`src/design/scurve_params.svh`:
```
`ifndef SCURVE_PARAMS_SVH
`define SCURVE_PARAMS_SVH

////////////////////////////////////////////////////////////
// Count buffer
////////////////////////////////////////////////////////////

`define FIFO_DEPTH 8          // Words between trigger counter and controller

////////////////////////////////////////////////////////////
// Scan timing, in clock cycles
////////////////////////////////////////////////////////////

// Trigger counting window opened by each single test start
`define TRIGGER_WINDOW 64
`define SC_SETTLE_CYCLES 16   // Quiet time after each ASIC configuration

////////////////////////////////////////////////////////////
// Stream frame words
////////////////////////////////////////////////////////////

`define SCURVE_HEADER 16'h5343  // ASCII "SC"
`define SCURVE_TAIL 16'hFF45

`endif

```
`src/design/scurve_pkg.sv`:
```
package scurve_pkg;

  typedef logic [15:0] dataWord_t;   // Stream word and trigger count
  typedef logic [9:0]  dacCode_t;    // Threshold DAC code
  typedef logic [5:0]  chnIndex_t;   // Channel within one ASIC
  typedef logic [2:0]  asicCount_t;  // Chain length or chain position

  // Scan sequencer states
  typedef enum logic [4:0] {
    Idle,
    HeaderOut,
    ChannelSet,
    ChannelOut,
    DacSet,
    DacOut,
    MaskSelect,
    LoadParam,
    WaitConfig,
    Settle,
    TestStart,
    TestWait,
    DrainCheck,
    DrainRead,
    CountOut,
    StepCheck,
    ChannelCheck,
    TailOut,
    DoneHold
  } scanState_t;

endpackage

```
`src/design/hitFifo.sv`:
```
`timescale 1ns/1ps
`include "scurve_params.svh"

// First-word-fall-through buffer for trigger counts
module hitFifo #(
  parameter int depth = `FIFO_DEPTH
) (
  input  logic                  Clk,
  input  logic                  reset_n,
  input  logic                  writeEnable,
  input  scurve_pkg::dataWord_t writeData,
  input  logic                  readEnable,
  output scurve_pkg::dataWord_t readData,
  output logic                  empty,
  output logic                  full
);

  import scurve_pkg::*;

  localparam int ptrW = (depth > 1) ? $clog2(depth) : 1;
  localparam int cntW = $clog2(depth + 1);

  dataWord_t       mem [depth];
  logic [ptrW-1:0] wrPtr;
  logic [ptrW-1:0] rdPtr;
  logic [cntW-1:0] wordCount;
  logic            doWrite;
  logic            doRead;

  // Pointer increment with wrap for any depth
  function automatic logic [ptrW-1:0] nextPtr(input logic [ptrW-1:0] ptr);
    if (ptr == ptrW'(depth - 1)) begin
      nextPtr = '0;
    end else begin
      nextPtr = ptr + 1'b1;
    end
  endfunction

  assign doWrite  = writeEnable && !full;  // Write to a full buffer is lost
  assign doRead   = readEnable && !empty;
  assign empty    = (wordCount == '0);
  assign full     = (wordCount == cntW'(depth));
  assign readData = mem[rdPtr];            // Head word always on the output

  always_ff @(posedge Clk) begin
    if (doWrite) begin
      mem[wrPtr] <= writeData;
    end
  end

  always_ff @(posedge Clk or negedge reset_n) begin
    if (!reset_n) begin
      wrPtr     <= '0;
      rdPtr     <= '0;
      wordCount <= '0;
    end else begin
      if (doWrite) begin
        wrPtr <= nextPtr(wrPtr);
      end
      if (doRead) begin
        rdPtr <= nextPtr(rdPtr);
      end
      case ({doWrite, doRead})
        2'b10:   wordCount <= wordCount + 1'b1;
        2'b01:   wordCount <= wordCount - 1'b1;
        default: wordCount <= wordCount;  // Idle or simultaneous push and pop
      endcase
    end
  end

endmodule

```
`src/design/scurveTestControl.sv`:
```
`timescale 1ns/1ps
`include "scurve_params.svh"

// S-curve scan sequencer and stream framer
module scurveTestControl (
  input  logic                   Clk,
  input  logic                   reset_n,
  input  logic                   testStart,
  // Scan settings
  input  logic                   singleChannel,
  input  scurve_pkg::chnIndex_t  testChannel,
  input  logic                   ctestInject,
  input  scurve_pkg::dacCode_t   startDac,
  input  scurve_pkg::dacCode_t   endDac,
  input  scurve_pkg::dacCode_t   dacStep,
  input  scurve_pkg::asicCount_t asicNumber,
  input  scurve_pkg::asicCount_t testAsicNumber,
  input  logic                   unmaskAll,
  // ASIC slow control
  output logic [63:0]            ctestChannels,
  output scurve_pkg::dacCode_t   dacOut,
  output logic [191:0]           discriMask,
  output logic                   forceExtRaz,
  output logic                   configLoadStart,
  input  logic                   configDone,
  // Output stream
  output scurve_pkg::dataWord_t  dataOut,
  output logic                   dataOutEnable,
  input  logic                   usbFifoFull,
  output logic                   scanDone,
  input  logic                   transmitDone,
  // Trigger counter and count buffer
  output logic                   singleTestStart,
  input  logic                   singleTestDone,
  output logic                   readEnable,
  input  scurve_pkg::dataWord_t  readData,
  input  logic                   empty
);

  import scurve_pkg::*;

  localparam int settleW = $clog2(`SC_SETTLE_CYCLES + 1);

  localparam logic [7:0]   chnTagSingle = 8'h43;    // "C"
  localparam logic [7:0]   chnTagAll    = 8'h63;    // "c"
  localparam logic [3:0]   dacTag       = 4'hD;
  localparam dataWord_t    unmaskWord   = 16'h43FF;
  localparam logic [191:0] chnMaskUnit  = 192'h7;   // Three discriminators per channel

  scanState_t         scanState;
  dacCode_t           dacCode;
  chnIndex_t          testChn;
  asicCount_t         loadCount;
  asicCount_t         testLoadIndex;
  logic [settleW-1:0] settleCount;
  logic [191:0]       maskInternal;

  // The ASIC nearest the end of the chain is loaded first
  assign testLoadIndex = asicNumber - testAsicNumber - 3'd1;

  // Slow control expects the DAC code LSB first
  function automatic dacCode_t reverseDac(input dacCode_t code);
    dacCode_t result;
    for (int i = 0; i < $bits(dacCode_t); i++) begin
      result[i] = code[$bits(dacCode_t) - 1 - i];
    end
    return result;
  endfunction

  ////////////////////////////////////////////////////////////
  // Sequencer
  ////////////////////////////////////////////////////////////

  always_ff @(posedge Clk or negedge reset_n) begin
    if (!reset_n) begin
      scanState       <= Idle;
      dacCode         <= '0;
      testChn         <= '0;
      loadCount       <= '0;
      settleCount     <= '0;
      maskInternal    <= '0;
      ctestChannels   <= '0;
      dacOut          <= '0;
      discriMask      <= '0;
      forceExtRaz     <= 1'b0;
      configLoadStart <= 1'b0;
      dataOut         <= '0;
      dataOutEnable   <= 1'b0;
      scanDone        <= 1'b0;
      singleTestStart <= 1'b0;
      readEnable      <= 1'b0;
    end else begin
      // Strobes default low so each lasts one cycle
      dataOutEnable   <= 1'b0;
      configLoadStart <= 1'b0;
      singleTestStart <= 1'b0;
      readEnable      <= 1'b0;

      case (scanState)
        Idle: begin
          if (testStart) begin
            dacCode   <= startDac;
            testChn   <= singleChannel ? testChannel : chnIndex_t'(0);
            loadCount <= '0;
            scanState <= HeaderOut;
          end
        end

        HeaderOut: begin
          dataOut       <= `SCURVE_HEADER;
          dataOutEnable <= 1'b1;
          scanState     <= ChannelSet;
        end

        ChannelSet: begin
          if (unmaskAll) begin
            ctestChannels <= 64'd1 << testChannel;
            maskInternal  <= '1;              // Every discriminator open
            dataOut       <= unmaskWord;
          end else begin
            ctestChannels <= ctestInject ? (64'd1 << testChn) : 64'd0;
            maskInternal  <= chnMaskUnit << (8'd3 * 8'(testChn));
            dataOut       <= {(singleChannel ? chnTagSingle : chnTagAll), 2'b00, testChn};
          end
          scanState <= ChannelOut;
        end

        ChannelOut: begin
          dataOutEnable <= 1'b1;
          scanState     <= DacSet;
        end

        DacSet: begin
          dacOut    <= reverseDac(dacCode);
          dataOut   <= {dacTag, 2'b00, dacCode};
          scanState <= DacOut;
        end

        DacOut: begin
          dataOutEnable <= 1'b1;
          scanState     <= MaskSelect;
        end

        ////////////////////////////////////////////////////////////
        // Chain load, one pass per ASIC

        MaskSelect: begin
          // Only the ASIC under test sees the open mask
          discriMask <= (loadCount == testLoadIndex) ? maskInternal : 192'd0;
          scanState  <= LoadParam;
        end

        LoadParam: begin
          if (loadCount < asicNumber) begin
            configLoadStart <= 1'b1;
            forceExtRaz     <= 1'b1;
            loadCount       <= loadCount + 1'b1;
            scanState       <= WaitConfig;
          end else begin
            loadCount <= '0;
            scanState <= TestStart;
          end
        end

        WaitConfig: begin
          if (configDone) begin
            settleCount <= '0;
            scanState   <= Settle;
          end
        end

        Settle: begin
          if (settleCount == settleW'(`SC_SETTLE_CYCLES - 1)) begin
            forceExtRaz <= 1'b0;
            scanState   <= MaskSelect;    // Next ASIC, or start when all loaded
          end else begin
            settleCount <= settleCount + 1'b1;
          end
        end

        ////////////////////////////////////////////////////////////
        // Counting window and count drain

        TestStart: begin
          singleTestStart <= 1'b1;
          scanState       <= TestWait;
        end

        TestWait: begin
          if (singleTestDone) begin
            scanState <= DrainCheck;
          end
        end

        DrainCheck: begin
          if (empty) begin
            scanState <= StepCheck;
          end else begin
            readEnable <= 1'b1;           // Pops the head word next cycle
            scanState  <= DrainRead;
          end
        end

        DrainRead: begin
          dataOut   <= readData;
          scanState <= CountOut;
        end

        CountOut: begin
          if (!usbFifoFull) begin         // Hold the count while USB side is full
            dataOutEnable <= 1'b1;
            scanState     <= DrainCheck;
          end
        end

        ////////////////////////////////////////////////////////////
        // Scan progress and end of stream

        StepCheck: begin
          if (dacCode == endDac) begin
            dacCode   <= startDac;
            scanState <= ChannelCheck;
          end else begin
            dacCode   <= dacCode + dacStep;
            scanState <= DacSet;
          end
        end

        ChannelCheck: begin
          if (singleChannel || (testChn == 6'd63)) begin
            dataOut   <= `SCURVE_TAIL;
            scanState <= TailOut;
          end else begin
            testChn   <= testChn + 1'b1;
            scanState <= ChannelSet;
          end
        end

        TailOut: begin
          dataOutEnable <= 1'b1;
          scanDone      <= 1'b1;
          scanState     <= DoneHold;
        end

        DoneHold: begin
          if (transmitDone) begin         // Downstream has taken the stream
            scanDone  <= 1'b0;
            scanState <= Idle;
          end
        end

        default: scanState <= Idle;
      endcase
    end
  end

endmodule

```
`src/design/scurveTestTop.sv`:
```
`timescale 1ns/1ps
`include "scurve_params.svh"

// S-curve scan subsystem: counter, count buffer and sequencer
module scurveTestTop (
  input  logic                   Clk,
  input  logic                   reset_n,
  input  logic                   testStart,
  input  logic                   singleChannel,
  input  scurve_pkg::chnIndex_t  testChannel,
  input  logic                   ctestInject,
  input  scurve_pkg::dacCode_t   startDac,
  input  scurve_pkg::dacCode_t   endDac,
  input  scurve_pkg::dacCode_t   dacStep,
  input  scurve_pkg::asicCount_t asicNumber,
  input  scurve_pkg::asicCount_t testAsicNumber,
  input  logic                   unmaskAll,
  input  logic                   configDone,
  input  logic                   trigger,
  input  logic                   usbFifoFull,
  input  logic                   transmitDone,
  output logic [63:0]            ctestChannels,
  output scurve_pkg::dacCode_t   dacOut,
  output logic [191:0]           discriMask,
  output logic                   forceExtRaz,
  output logic                   configLoadStart,
  output scurve_pkg::dataWord_t  dataOut,
  output logic                   dataOutEnable,
  output logic                   scanDone
);

  import scurve_pkg::*;

  logic      singleTestStart;
  logic      singleTestDone;
  logic      writeEnable;
  dataWord_t writeData;
  logic      readEnable;
  dataWord_t readData;
  logic      empty;

  ////////////////////////////////////////////////////////////
  // Producer, buffer, consumer
  ////////////////////////////////////////////////////////////

  triggerCounter u_triggerCounter (
    .Clk             (Clk),
    .reset_n         (reset_n),
    .singleTestStart (singleTestStart),
    .trigger         (trigger),
    .singleTestDone  (singleTestDone),
    .writeEnable     (writeEnable),
    .writeData       (writeData)
  );

  hitFifo #(
    .depth (`FIFO_DEPTH)
  ) u_hitFifo (
    .Clk         (Clk),
    .reset_n     (reset_n),
    .writeEnable (writeEnable),
    .writeData   (writeData),
    .readEnable  (readEnable),
    .readData    (readData),
    .empty       (empty),
    .full        ()
  );

  scurveTestControl u_scurveTestControl (
    .Clk             (Clk),
    .reset_n         (reset_n),
    .testStart       (testStart),
    .singleChannel   (singleChannel),
    .testChannel     (testChannel),
    .ctestInject     (ctestInject),
    .startDac        (startDac),
    .endDac          (endDac),
    .dacStep         (dacStep),
    .asicNumber      (asicNumber),
    .testAsicNumber  (testAsicNumber),
    .unmaskAll       (unmaskAll),
    .ctestChannels   (ctestChannels),
    .dacOut          (dacOut),
    .discriMask      (discriMask),
    .forceExtRaz     (forceExtRaz),
    .configLoadStart (configLoadStart),
    .configDone      (configDone),
    .dataOut         (dataOut),
    .dataOutEnable   (dataOutEnable),
    .usbFifoFull     (usbFifoFull),
    .scanDone        (scanDone),
    .transmitDone    (transmitDone),
    .singleTestStart (singleTestStart),
    .singleTestDone  (singleTestDone),
    .readEnable      (readEnable),
    .readData        (readData),
    .empty           (empty)
  );

endmodule

```
`src/design/triggerCounter.sv`:
```
`timescale 1ns/1ps
`include "scurve_params.svh"

// Windowed trigger counter, one count word per single test start
module triggerCounter (
  input  logic                  Clk,
  input  logic                  reset_n,
  input  logic                  singleTestStart,
  input  logic                  trigger,
  output logic                  singleTestDone,
  output logic                  writeEnable,
  output scurve_pkg::dataWord_t writeData
);

  import scurve_pkg::*;

  localparam int timerW = $clog2(`TRIGGER_WINDOW);

  logic              windowOpen;
  logic [timerW-1:0] windowTimer;
  logic              lastCycle;
  dataWord_t         hitCount;
  dataWord_t         hitCountNext;

  ////////////////////////////////////////////////////////////
  // Window timing and saturating count
  ////////////////////////////////////////////////////////////

  assign lastCycle = (windowTimer == timerW'(`TRIGGER_WINDOW - 1));

  always_comb begin
    hitCountNext = hitCount;
    if (trigger && (hitCount != '1)) begin  // Hold at full scale
      hitCountNext = hitCount + 16'd1;
    end
  end

  always_ff @(posedge Clk or negedge reset_n) begin
    if (!reset_n) begin
      windowOpen     <= 1'b0;
      windowTimer    <= '0;
      hitCount       <= '0;
      writeEnable    <= 1'b0;
      singleTestDone <= 1'b0;
    end else begin
      writeEnable    <= 1'b0;
      singleTestDone <= 1'b0;
      if (windowOpen) begin
        hitCount    <= hitCountNext;
        windowTimer <= windowTimer + 1'b1;
        if (lastCycle) begin
          // Count is final in the cycle after the window
          windowOpen     <= 1'b0;
          writeEnable    <= 1'b1;
          singleTestDone <= 1'b1;
        end
      end else if (singleTestStart) begin  // Starts inside a window are dropped
        windowOpen  <= 1'b1;
        windowTimer <= '0;
        hitCount    <= '0;
      end
    end
  end

  assign writeData = hitCount;  // Valid while writeEnable is high

endmodule

```
`config.mk`:
```
export PLATFORM = sky130hd
export DESIGN_NAME = scurveTestTop
export DESIGN_NICKNAME = d
export VERILOG_FILES = /design/src/design/scurve_pkg.sv /design/src/design/hitFifo.sv /design/src/design/scurveTestControl.sv /design/src/design/scurveTestTop.sv /design/src/design/triggerCounter.sv
export VERILOG_INCLUDE_DIRS = /design/src /design/src/design
export SDC_FILE = /design/constraint.sdc
export NUM_CORES = 1
export LEC_CHECK = 0
export BUFFER_PORTS_ARGS = -buffer_cell sky130_fd_sc_hd__buf_2
export CAP_MARGIN = 10
export CELL_PAD_IN_SITES_DETAIL_PLACEMENT = 0
export CELL_PAD_IN_SITES_GLOBAL_PLACEMENT = 1
export CORE_AREA = 4 4 222 224
export DETAILED_ROUTE_END_ITERATION = 7
export DIE_AREA = 0 0 226 228
export GPL_TIMING_DRIVEN = 0
export PLACE_DENSITY_LB_ADDON = 0.1
export SLEW_MARGIN = 20
export SYNTH_ARGS = -nofsm -noshare
export SYNTH_HDL_FRONTEND = slang
export SYNTH_SLANG_ARGS = --single-unit
```
`constraint.sdc`:
```
create_clock -name Clk -period 3.4 [get_ports Clk]
set_input_delay 0.17 -clock Clk [delete_from_list [all_inputs] [get_ports Clk]]
set_output_delay 0.17 -clock Clk [all_outputs]
set_load 0.01 [all_outputs]
```
==> qor.csv, run 1 <==
metric,value,unit
cts_root_buf,clkbuf_16,
die_x,226,um
drtPass1Iterations,5,
drive_above_1_share,29.7,%
synth_flop_cell,dfrtp_1,
rsz0062_at_grt,false,
post_cts.repair.setup_buffers,0,
yosysMostFrequentCell,dfrtp_1,
ir_worst_vdd,0.466,mV
grt_pass1_wl,93100,um
synthCells,1755,
cp_data_arrival_time,3600,ps
async_flop_share,69.2,%
path_class,reg -> reg,
cap_violations,0,
slew_headroom,37.6,%
grt_pass1_vias,15100,
overflow,0,
cts_resized,0,
holdBufCountCts,13,
crit_slowest_cell,nor4_1,
clkTransAtPathRegs,60,ps
power.density,878,mW/mm2
wire_per_inst,21.6,um
post-dp-hpwl,45900,um
tightest_slew,928,ps
fin_crit,3150,ps
ff2ff_path_depth,10,
place_congestion,0.907,
dp.cells,2716,
synth_seq_cells,415,
yosysWarnings,0,
cts_buffers,45,
hold_slack,21.8,ps
clock_path_buffers,3,
tns,0,ps
fp.dieH,228,um
start_util,41.7,%
port_buffers,332,
r2r_end,u_hitFifo.wordCount[3]$_DFFE_PN0P_,
regToRegStartpoint,u_hitFifo.wordCount[1]$_DFFE_PN0P_,
crit_path_cell_trace,nor4_1 -> nand2b_1 -> inv_1 -> ha_1 -> ha_1 -> a21o_1 -> a21oi_1 -> xnor2_1 -> nor2_1 -> xor2_1,
die_area,0.0515,mm2
synth_common_cells,"dfrtp_1, nand2_1, o21ai_0",
synth.yosys.seq_area_share,55.8,%
synth_top_area_share,36.4,%
syn_area_per_cell,11.3,um2
synth_area_leaders,"dfrtp_1, edfxtp_1, buf_4",
endpoint,u_hitFifo.wordCount[3]$_DFFE_PN0P_,
worstSetupStartpoint,u_hitFifo.wordCount[1]$_DFFE_PN0P_,
setup_viol,0,
clock-skew-final,11.9,ps
grt_start_max_net_pins,83,
viasPerCell,5.46,
grt_use_total,23.2,%
synth.distinct_cells,73,
cts_tree,yes,
path_max_fanout,6,
synth.net_count,1840,
clkLatencyLatePin,580,ps
path_common_cell,ha_1,
final_util,50.8,%
power_leakage,10.8,nW
slew_violations,0,
synth_edf_count,128,
antenna_found_initial,2,
slowest_delay,820,ps
h-tree-depth,2,
num_vias,15400,
clock-sinks,415,
hp-class,in -> reg,
std_cell_rows,80,
drc_errors,0,
io_pins,338,
nets,2246,
crit_path_end_kind,flip-flop,
synth_top_cell_by_area,dfrtp_1,
final_antenna_net_count,0,
r2r_slack,250,ps
finalHoldViolations,0,
finalWirelength,60700,um
start_kind,flip-flop,
outcome,finished clean,
area_growth,21.8,%
crit_required,3850,ps
timing.final.crit_share,92.5,%
fmax,0.318,GHz
fillerInstances,4349,
drt-initial-drc-count,1084,
fin_cells,2813,
core,0.0473,mm2
synth_area,0.0197,mm2
sequential cells by signal, summed over array words and instances, names as in the netlist, 4 cells and up:
name and cells:
u_hitFifo.mem 128, u_scurveTestControl.ctestChannels 64, u_scurveTestControl.discriMask 64, u_scurveTestControl.maskInternal 64
u_scurveTestControl.dataOut 16, u_triggerCounter.writeData 16, u_scurveTestControl.dacCode 10, u_scurveTestControl.dacOut 10
u_scurveTestControl.testChn 6, u_triggerCounter.windowTimer 6, u_scurveTestControl.scanState 5, u_scurveTestControl.settleCount 5
u_hitFifo.wordCount 4
final cells by class:
cell class                      instances  area, um2  share of cell area [%]
Inverter                               27        101                   0.421
Multi-Input combinational cell       1068       7140                    29.7
Timing Repair Buffer                  359       2010                    8.37
Tap cell                              615        769                    3.20
Sequential cell                       415      11000                    45.9
Clock inverter                         21        238                   0.989
Clock buffer                           61       1250                    5.18
Antenna cell                            2       5.00                  0.0208
Buffer                                245       1510                    6.26
per-stage QoR:
stage	setup WS, ps	cell area [um2]	power, mW
after floorplan	886	19700	12.9
after global placement	-3390	22200	16.2
after detailed placement	268	22400	16.3
after CTS	242	24000	21.3
after global routing	38.7	24000	22.5
final	254	24000	21.1
layer usage:
metal | wire [um] | up-vias | global-route usage, %
met5 | 0 | - | 0
met4 | 1910 | 0 | 7.41
met3 | 3380 | 98 | 3.43
met2 | 30100 | 527 | 39.3
met1 | 25300 | 7623 | 30.7
li1 | - | 7124 | -
worst max-delay path, delay by kind of cell, from the launching register on:
family	cells	cell delay, ps
simple gates	3	1230
compound gates	2	350
buf+inv	1	170
flops	1	420
fa+ha+maj	2	560
xor+xnor	2	280
cells by family (layout without fill, tap and decap cells):
| kind of cell | Yosys count | after routing | synth area share [%] |
|---|---|---|---|
| AO/OA/AOI/OAI | 486 | 486 | 16.3 |
| XOR/XNOR | 38 | 38 | 1.69 |
| adder cells (fa/ha/maj) | 33 | 33 | 2.20 |
| buffers and inverters | 272 | 713 | 8.14 |
| flip-flops | 415 | 415 | 55.8 |
| multiplexers | 54 | 54 | 4.71 |
| other | 0 | 2 | 0 |
| AND/OR/NAND/NOR | 457 | 457 | 11.1 |
placed cells by master, fill, tap and decap left out, types with 13 or more instances in the layout:
master and n:
buf_2 356, dfrtp_1 287, nand2_1 198, o21ai_0 142, buf_4 137, edfxtp_1 128
a21oi_1 93, clkbuf_1 85, nor2_1 66, a22o_1 66, clkbuf_16 45, o21a_1 37
o221ai_1 31, nand3_1 30, mux4_2 30, ha_1 30, nor3_1 29, inv_1 27
a31oi_1 26, nand2b_1 23, xnor2_1 22, xor2_1 16, buf_6 14, o211ai_1 14
mux2i_1 13, dlygate4sd3_1 13
worst min path at each step:
stage                        from                                    endpoint  slack [ps]  cells past startpoint
floorplan                 reset_n              u_hitFifo.rdPtr[0]$_DFFE_PN0P_        -130                      0
global placement      startDac[0]  u_scurveTestControl.dacCode[0]$_DFFE_PN0P_         410                      3
detailed placement        reset_n  u_scurveTestControl.dacCode[3]$_DFFE_PN0P_          50                      1
CTS                 singleChannel  u_scurveTestControl.testChn[1]$_DFFE_PN0P_           1                      3
global route              trigger  u_triggerCounter.writeData[10]$_DFFE_PN0P_          30                      3
finish              singleChannel  u_scurveTestControl.testChn[1]$_DFFE_PN0P_          20                      3
report_power, final:
part,internal (mW),switching (mW)
sequential,6.71,1.48
combinational,3.65,4.35
clock,2.89,2.03
total,13.3,7.85
Power figures use the tool's default switching activity.
==> inputs of run 2 (changes only) <==
--- a/config.mk
+++ b/config.mk
@@ -10,9 +10,9 @@
 export CAP_MARGIN = 10
 export CELL_PAD_IN_SITES_DETAIL_PLACEMENT = 0
 export CELL_PAD_IN_SITES_GLOBAL_PLACEMENT = 1
-export CORE_AREA = 4 4 222 224
+export CORE_AREA = 4 4 215 217
 export DETAILED_ROUTE_END_ITERATION = 7
-export DIE_AREA = 0 0 226 228
+export DIE_AREA = 0 0 219 221
 export GPL_TIMING_DRIVEN = 0
 export PLACE_DENSITY_LB_ADDON = 0.1
 export SLEW_MARGIN = 20
==> run 2 against run 1 <==
  * Clock skew rose by 3.2 ps
  * Highest routed layer unchanged
  * Core utilization rose by 3.5 points
  * Final cell count fell by 0.96%
  * First-iteration DRC count rose by 5.6%
  * Critical path type unchanged
  * Sequential power barely moved
  * Combinational power barely moved
  * Critical path depth did not move
  * Routed wire length fell by 1.5%
==> qor.csv, run 2 (synthesis results as in run 1) <==
metric,value,unit
grt_start_max_net_pins,95,
clock-sinks,415,
h-tree-depth,2,
rsz0062_at_grt,false,
drive_above_1_share,29.3,%
final_antenna_net_count,0,
fp.dieH,221,um
start_kind,flip-flop,
fmax,0.355,GHz
cts_root_buf,clkbuf_16,
io_pins,338,
port_buffers,332,
largest-register,u_hitFifo.mem,
finalWirelength,59800,um
layout_commonest_cell,buf_2,
slew_headroom,36.1,%
cts_tree,yes,
regArea,0.0110,mm2
tightest_slew,951,ps
finalHoldViolations,0,
viasPerCell,5.46,
grt_pass1_vias,15100,
core,0.0441,mm2
place_congestion,0.912,
die_x,219,um
path_class,reg -> reg,
placed_area,0.0224,mm2
multiInputGateArea,0.00715,mm2
post-dp-hpwl,45000,um
area_growth,21.3,%
fin_crit,2820,ps
cp_data_arrival_time,3270,ps
cts_buffers,44,
final_util,54.3,%
clkLatencyLatePin,570,ps
overflow,0,
clkTransAtPathRegs,60,ps
die_area,0.0484,mm2
largest_register_ffs,128,
hp-class,in -> reg,
drt-initial-drc-count,1145,
crit_path_end_kind,flip-flop,
cap_violations,0,
start_util,44.8,%
nets,2243,
post-route-cell-area,0.0240,mm2
drc_errors,0,
power.density,878,mW/mm2
crit_required,3850,ps
clock-skew-final,15.0,ps
cts_resized,0,
timing.final.crit_share,82.9,%
drtPass1Iterations,5,
clock_path_buffers,3,
final_cell_mix,"buf_2, dfrtp_1, nand2_1, o21ai_0, buf_4",
ir_worst_vdd,0.456,mV
power_leakage,10.8,nW
antenna_found_initial,1,
path_max_fanout,6,
outcome,finished clean,
grt_use_total,24.2,%
setup_viol,0,
fillerInstances,4016,
num_vias,15200,
wire_per_inst,21.5,um
std_cell_rows,77,
grt_pass1_wl,92000,um
slew_violations,0,
==> run 2: worst max-delay path, cell delays in order, from the launching register on <==
cell	delay, ps
dfrtp_1	430
nor4_1	610
nand2b_1	320
inv_1	90
ha_1	240
ha_1	290
a21o_1	180
a21oi_1	190
xnor2_1	150
nor2_1	70
xor2_1	140
==> run 2: what timing repair did <==
item / CTS / global route
endpoints found under the setup margin: 0 / 0
buffers inserted: 0 / 0
endpoints found under the hold margin: 71 / 0
hold buffers: 13 / 0
==> run 2: final timing paths <==
kind	startpoint	to	slack, ps	cells after the start
setup / recovery	u_hitFifo.wordCount[1]$_DFFE_PN0P_	u_hitFifo.wordCount[3]$_DFFE_PN0P_	580	10
hold / removal	dacStep[1]	u_scurveTestControl.dacCode[1]$_DFFE_PN0P_	30	4
setup reg to reg	u_hitFifo.wordCount[1]$_DFFE_PN0P_	u_hitFifo.wordCount[3]$_DFFE_PN0P_	580	10
hold reg to reg	u_scurveTestControl.dacOut[2]$_DFFE_PN0N_	u_scurveTestControl.dacOut[2]$_DFFE_PN0N_	480	2
max in group asynchronous	reset_n	u_triggerCounter.windowTimer[3]$_DFFE_PN0P_	1750	5
min in group asynchronous	reset_n	u_scurveTestControl.ctestChannels[11]$_DFFE_PN0P_	120	2
==> run 2: per-stage QoR <==
step / TNS (ps) / hold WS [ps] / instances / total power, mW / setup slack (ps)
6_report: 0 / 30.3 / 2786 / 21.0 / 581
4_1_cts: 0 / 6.73 / 2785 / 21.2 / 540
3_5_place_dp: 0 / 131 / 2691 / 16.3 / 605
5_1_grt: 0 / 40.1 / 2786 / 22.3 / 420
3_3_place_gp: -940690 / 411 / 2679 / 16.2 / -3300
2_1_floorplan: 0 / -126 / 1755 / 12.9 / 886
==> run 2: area by class of cell <==
class / count / area share [%]
repair buffers: 357 / 8.29
multi-input cells: 1068 / 29.8
flip-flops and latches: 415 / 46.0
diodes: 1 / 0.0104
clock buffers: 63 / 5.20
inverters: 27 / 0.423
plain buffers: 245 / 6.29
well taps: 592 / 3.09
clock inverters: 18 / 0.846
==> run 2: power breakdown <==
group,internal [mW],switching (mW)
combinational,3.64,4.36
sequential,6.71,1.48
clock,2.86,1.97
total,13.2,7.82
==> run 2: per-layer routing <==
metal / routed length [um] / GRT usage [%] / up-vias
met1: 24900 / 31.9 / 7504
met4: 1350 / 6.44 / 0
met3: 3600 / 3.42 / 70
met5: 0 / 0 / -
met2: 30000 / 42.0 / 537
li1: - / - / 7102
==> inputs of run 3 (changes only) <==
--- a/config.mk
+++ b/config.mk
@@ -6,13 +6,14 @@
 export SDC_FILE = /design/constraint.sdc
 export NUM_CORES = 1
 export LEC_CHECK = 0
+export ABC_AREA = 1
 export BUFFER_PORTS_ARGS = -buffer_cell sky130_fd_sc_hd__buf_2
 export CAP_MARGIN = 10
 export CELL_PAD_IN_SITES_DETAIL_PLACEMENT = 0
 export CELL_PAD_IN_SITES_GLOBAL_PLACEMENT = 1
-export CORE_AREA = 4 4 215 217
+export CORE_AREA = 4 4 224 226
 export DETAILED_ROUTE_END_ITERATION = 7
-export DIE_AREA = 0 0 219 221
+export DIE_AREA = 0 0 228 230
 export GPL_TIMING_DRIVEN = 0
 export PLACE_DENSITY_LB_ADDON = 0.1
 export SLEW_MARGIN = 20
==> constraint.sdc (replaced) <==
create_clock -name Clk -period 2.9 [get_ports Clk]
set_input_delay 0.145 -clock Clk [delete_from_list [all_inputs] [get_ports Clk]]
set_output_delay 0.145 -clock Clk [all_outputs]
set_load 0.01 [all_outputs]
==> run 3 against run 2 <==
  * Clock power rose by 21%
  * Cell area up 3.7%
  * Die area increased by 8.3%
  * Combinational power grew 16%
  * Power increased by 15%
  * Fmax grew 13%
  * Clock skew rose by 13 ps
  * Non-clock buffer count grew 7
  * Core utilization decreased by 2.9 points
  * Critical path type unchanged
  * Largest power group is now combinational logic
  * Highest routed layer is now met5
==> qor.csv, run 3 <==
metric,value,unit
synth_simple_gate_area_share,21.4,%
drt-initial-drc-count,1358,
largest-register,u_hitFifo.mem,
overflow,0,
finalHoldViolations,0,
num_vias,17700,
synth_top_family_by_area,simple AND/OR/NAND/NOR gates,
synth.distinct_cells,49,
antenna_cells,0,
cp_top_family,simple AND/OR/NAND/NOR gates,
final_cell_mix,"nand2_1, buf_2, nor2_1, dfrtp_1, nand3_1",
tns,0,ps
drc_errors,0,
tightest_slew,924,ps
drtPass1Iterations,5,
yosysWarnings,0,
finalWirelength,69800,um
yosysMostFrequentCell,nand2_1,
met3_usage,4.70,%
clkLatencyLatePin,600,ps
synth_compound_area_share,11.0,%
synth_area,0.0205,mm2
antenna_found_initial,2,
hp-class,in -> reg,
std_cell_rows,81,
syn_area_per_cell,8.81,um2
path_buf_inv,1,
grt_use_met2,43.8,%
synthXorXnorAreaFrac,1.06,%
viasPerCell,5.21,
fillerInstances,4653,
synth.net_count,2408,
timing.final.crit_share,86.1,%
crit_slowest_cell,nor2_1,
cap_violations,0,
rsz0062_at_grt,false,
slew_headroom,38.2,%
power.density,971,mW/mm2
synth_top_cell_by_area,dfrtp_1,
grtUsageMet1,33.2,%
path_max_fanout,7,
fin_crit,2500,ps
cts_tree,yes,
crit_path_cell_trace,inv_1 -> ha_1 -> nand2_1 -> nor2_1 -> nand2_1 -> o21ai_0 -> a21oi_1 -> nor2_1,
fp.dieH,230,um
start_util,42.3,%
area_growth,21.4,%
synth.yosys.seq_area_share,53.9,%
synth_area_leaders,"dfrtp_1, edfxtp_1, nand2_1",
power.total,24.1,mW
grt_pass1_wl,106000,um
busiest_layer,met2,
place_congestion,0.978,
async_flop_share,69.2,%
die_area,0.0524,mm2
synthCells,2323,
fmax,0.401,GHz
nets,2820,
synthMuxAreaShare,0.159,%
io_pins,338,
clkTransAtPathRegs,60,ps
port_buffers,335,
yosys.area_share.adder,2.13,%
synth_edf_count,128,
grt_use_total,26.0,%
synth_top_area_share,35.1,%
cp_data_arrival_time,3030,ps
slew_violations,0,
path_class,reg -> reg,
cts_buffers,45,
slowest_delay,520,ps
synth_flop_cell,dfrtp_1,
layout_commonest_cell,nand2_1,
post-dp-hpwl,53400,um
synth_common_cells,"nand2_1, nor2_1, dfrtp_1",
clock-sinks,415,
h-tree-depth,2,
cts_root_buf,clkbuf_16,
crit_path_end_kind,flip-flop,
final_antenna_net_count,0,
largest_register_ffs,128,
crit_required,3430,ps
synth_seq_cells,415,
power_leakage,11.5,nW
start_kind,flip-flop,
clock-skew-final,28.3,ps
core,0.0483,mm2
grt_start_max_net_pins,87,
wire_per_inst,20.6,um
setup_viol,0,
drive_above_1_share,23.4,%
grt_pass1_vias,17100,
final_util,51.4,%
post_cts.repair.setup_buffers,0,
die_x,228,um
clock_path_buffers,3,
outcome,finished clean,
ir_worst_vdd,0.475,mV
==> run 3: cell count changes after synthesis, moves of 14 or more <==
cell / change
a22o_1: -64
buf_2: +19
clkbuf_1: -17
inv_1: +111
mux4_2: -30
nand2_1: +284
nand2b_1: -23
nand3_1: +164
nor2_1: +232
o211ai_1: +14
o21a_1: -21
o21ai_1: +64
o221ai_1: -16
o22ai_1: +14
==> run 3: where the power goes <==
part	leakage, nW	switching (mW)	internal (mW)
Clock	0.721	2.48	3.36
Combinational	6.18	5.61	3.66
Sequential	4.60	1.40	7.60
Total	11.5	9.49	14.6
==> run 3: logic make-up after synthesis <==
kind of cell,Yosys count
DFF,415
adders and majority gates,33
muxes,3
and+or+nand+nor,1054
buffers and inverters,396
xor gates and xnor gates,24
AOI/OAI and AO/OA,398
==> run 3: area by class of cell <==
| cell class | instances | area, um2 | area share, % |
|---|---|---|---|
| plain buffers | 244 | 1530 | 6.18 |
| clock buffers | 63 | 1270 | 5.13 |
| clock inverters | 18 | 219 | 0.882 |
| inverters | 152 | 571 | 2.30 |
| multi-input cells | 1512 | 7370 | 29.7 |
| flip-flops and latches | 415 | 11000 | 44.4 |
| well taps | 622 | 778 | 3.13 |
| repair buffers | 365 | 2070 | 8.32 |
==> run 3: timing repair <==
action | in CTS | in global routing
gates resized for setup | 0 | 0
endpoints found under the hold margin | 307 | 0
hold buffers | 20 | 0
==> run 3: worst reg2reg max path, delay by kind of cell, from the launching register on <==
| family | cells | cell delay (ps) |
|---|---|---|
| fa+ha+maj | 1 | 190 |
| flops | 1 | 440 |
| simple gates | 4 | 1010 |
| compound gates | 2 | 600 |
| buf+inv | 1 | 180 |
==> run 3: layer usage <==
metal  vias to the layer above  wire [um]
met1                      8375      28900
met2                       650      33500
met4                         2       3070
met3                       156       4300
met5                         -         13
li1                       8482          -
==> run 3: through the flow <==
stage               instances  hold WS [ps]  setup WS (ps)  area, um2
floorplan                2323          -151            716      20500
global placement         3280           385          -3830      22900
detailed placement       3290           101            274      23100
CTS                      3391         0.337            392      24800
global route             3391          50.8            226      24800
finish                   3391          37.3            404      24800
==> run 3: final timing paths <==
| kind | from | to | slack [ps] | cells after the start |
|---|---|---|---|---|
| setup reg to reg | u_scurveTestControl.testChn[2]$_DFFE_PN0P_ | u_scurveTestControl.ctestChannels[11]$_DFFE_PN0P_ | 400 | 8 |
| hold / removal | testChannel[1] | u_scurveTestControl.ctestChannels[46]$_DFFE_PN0P_ | 40 | 5 |
| max in group asynchronous | reset_n | u_triggerCounter.writeData[10]$_DFFE_PN0P_ | 1990 | 3 |
| min in group asynchronous | reset_n | u_scurveTestControl.discriMask[26]$_DFFE_PN0P_ | 80 | 2 |
| hold reg to reg | u_scurveTestControl.ctestChannels[33]$_DFFE_PN0P_ | u_scurveTestControl.ctestChannels[33]$_DFFE_PN0P_ | 480 | 2 |
| setup / recovery | u_scurveTestControl.testChn[2]$_DFFE_PN0P_ | u_scurveTestControl.ctestChannels[11]$_DFFE_PN0P_ | 400 | 8 |
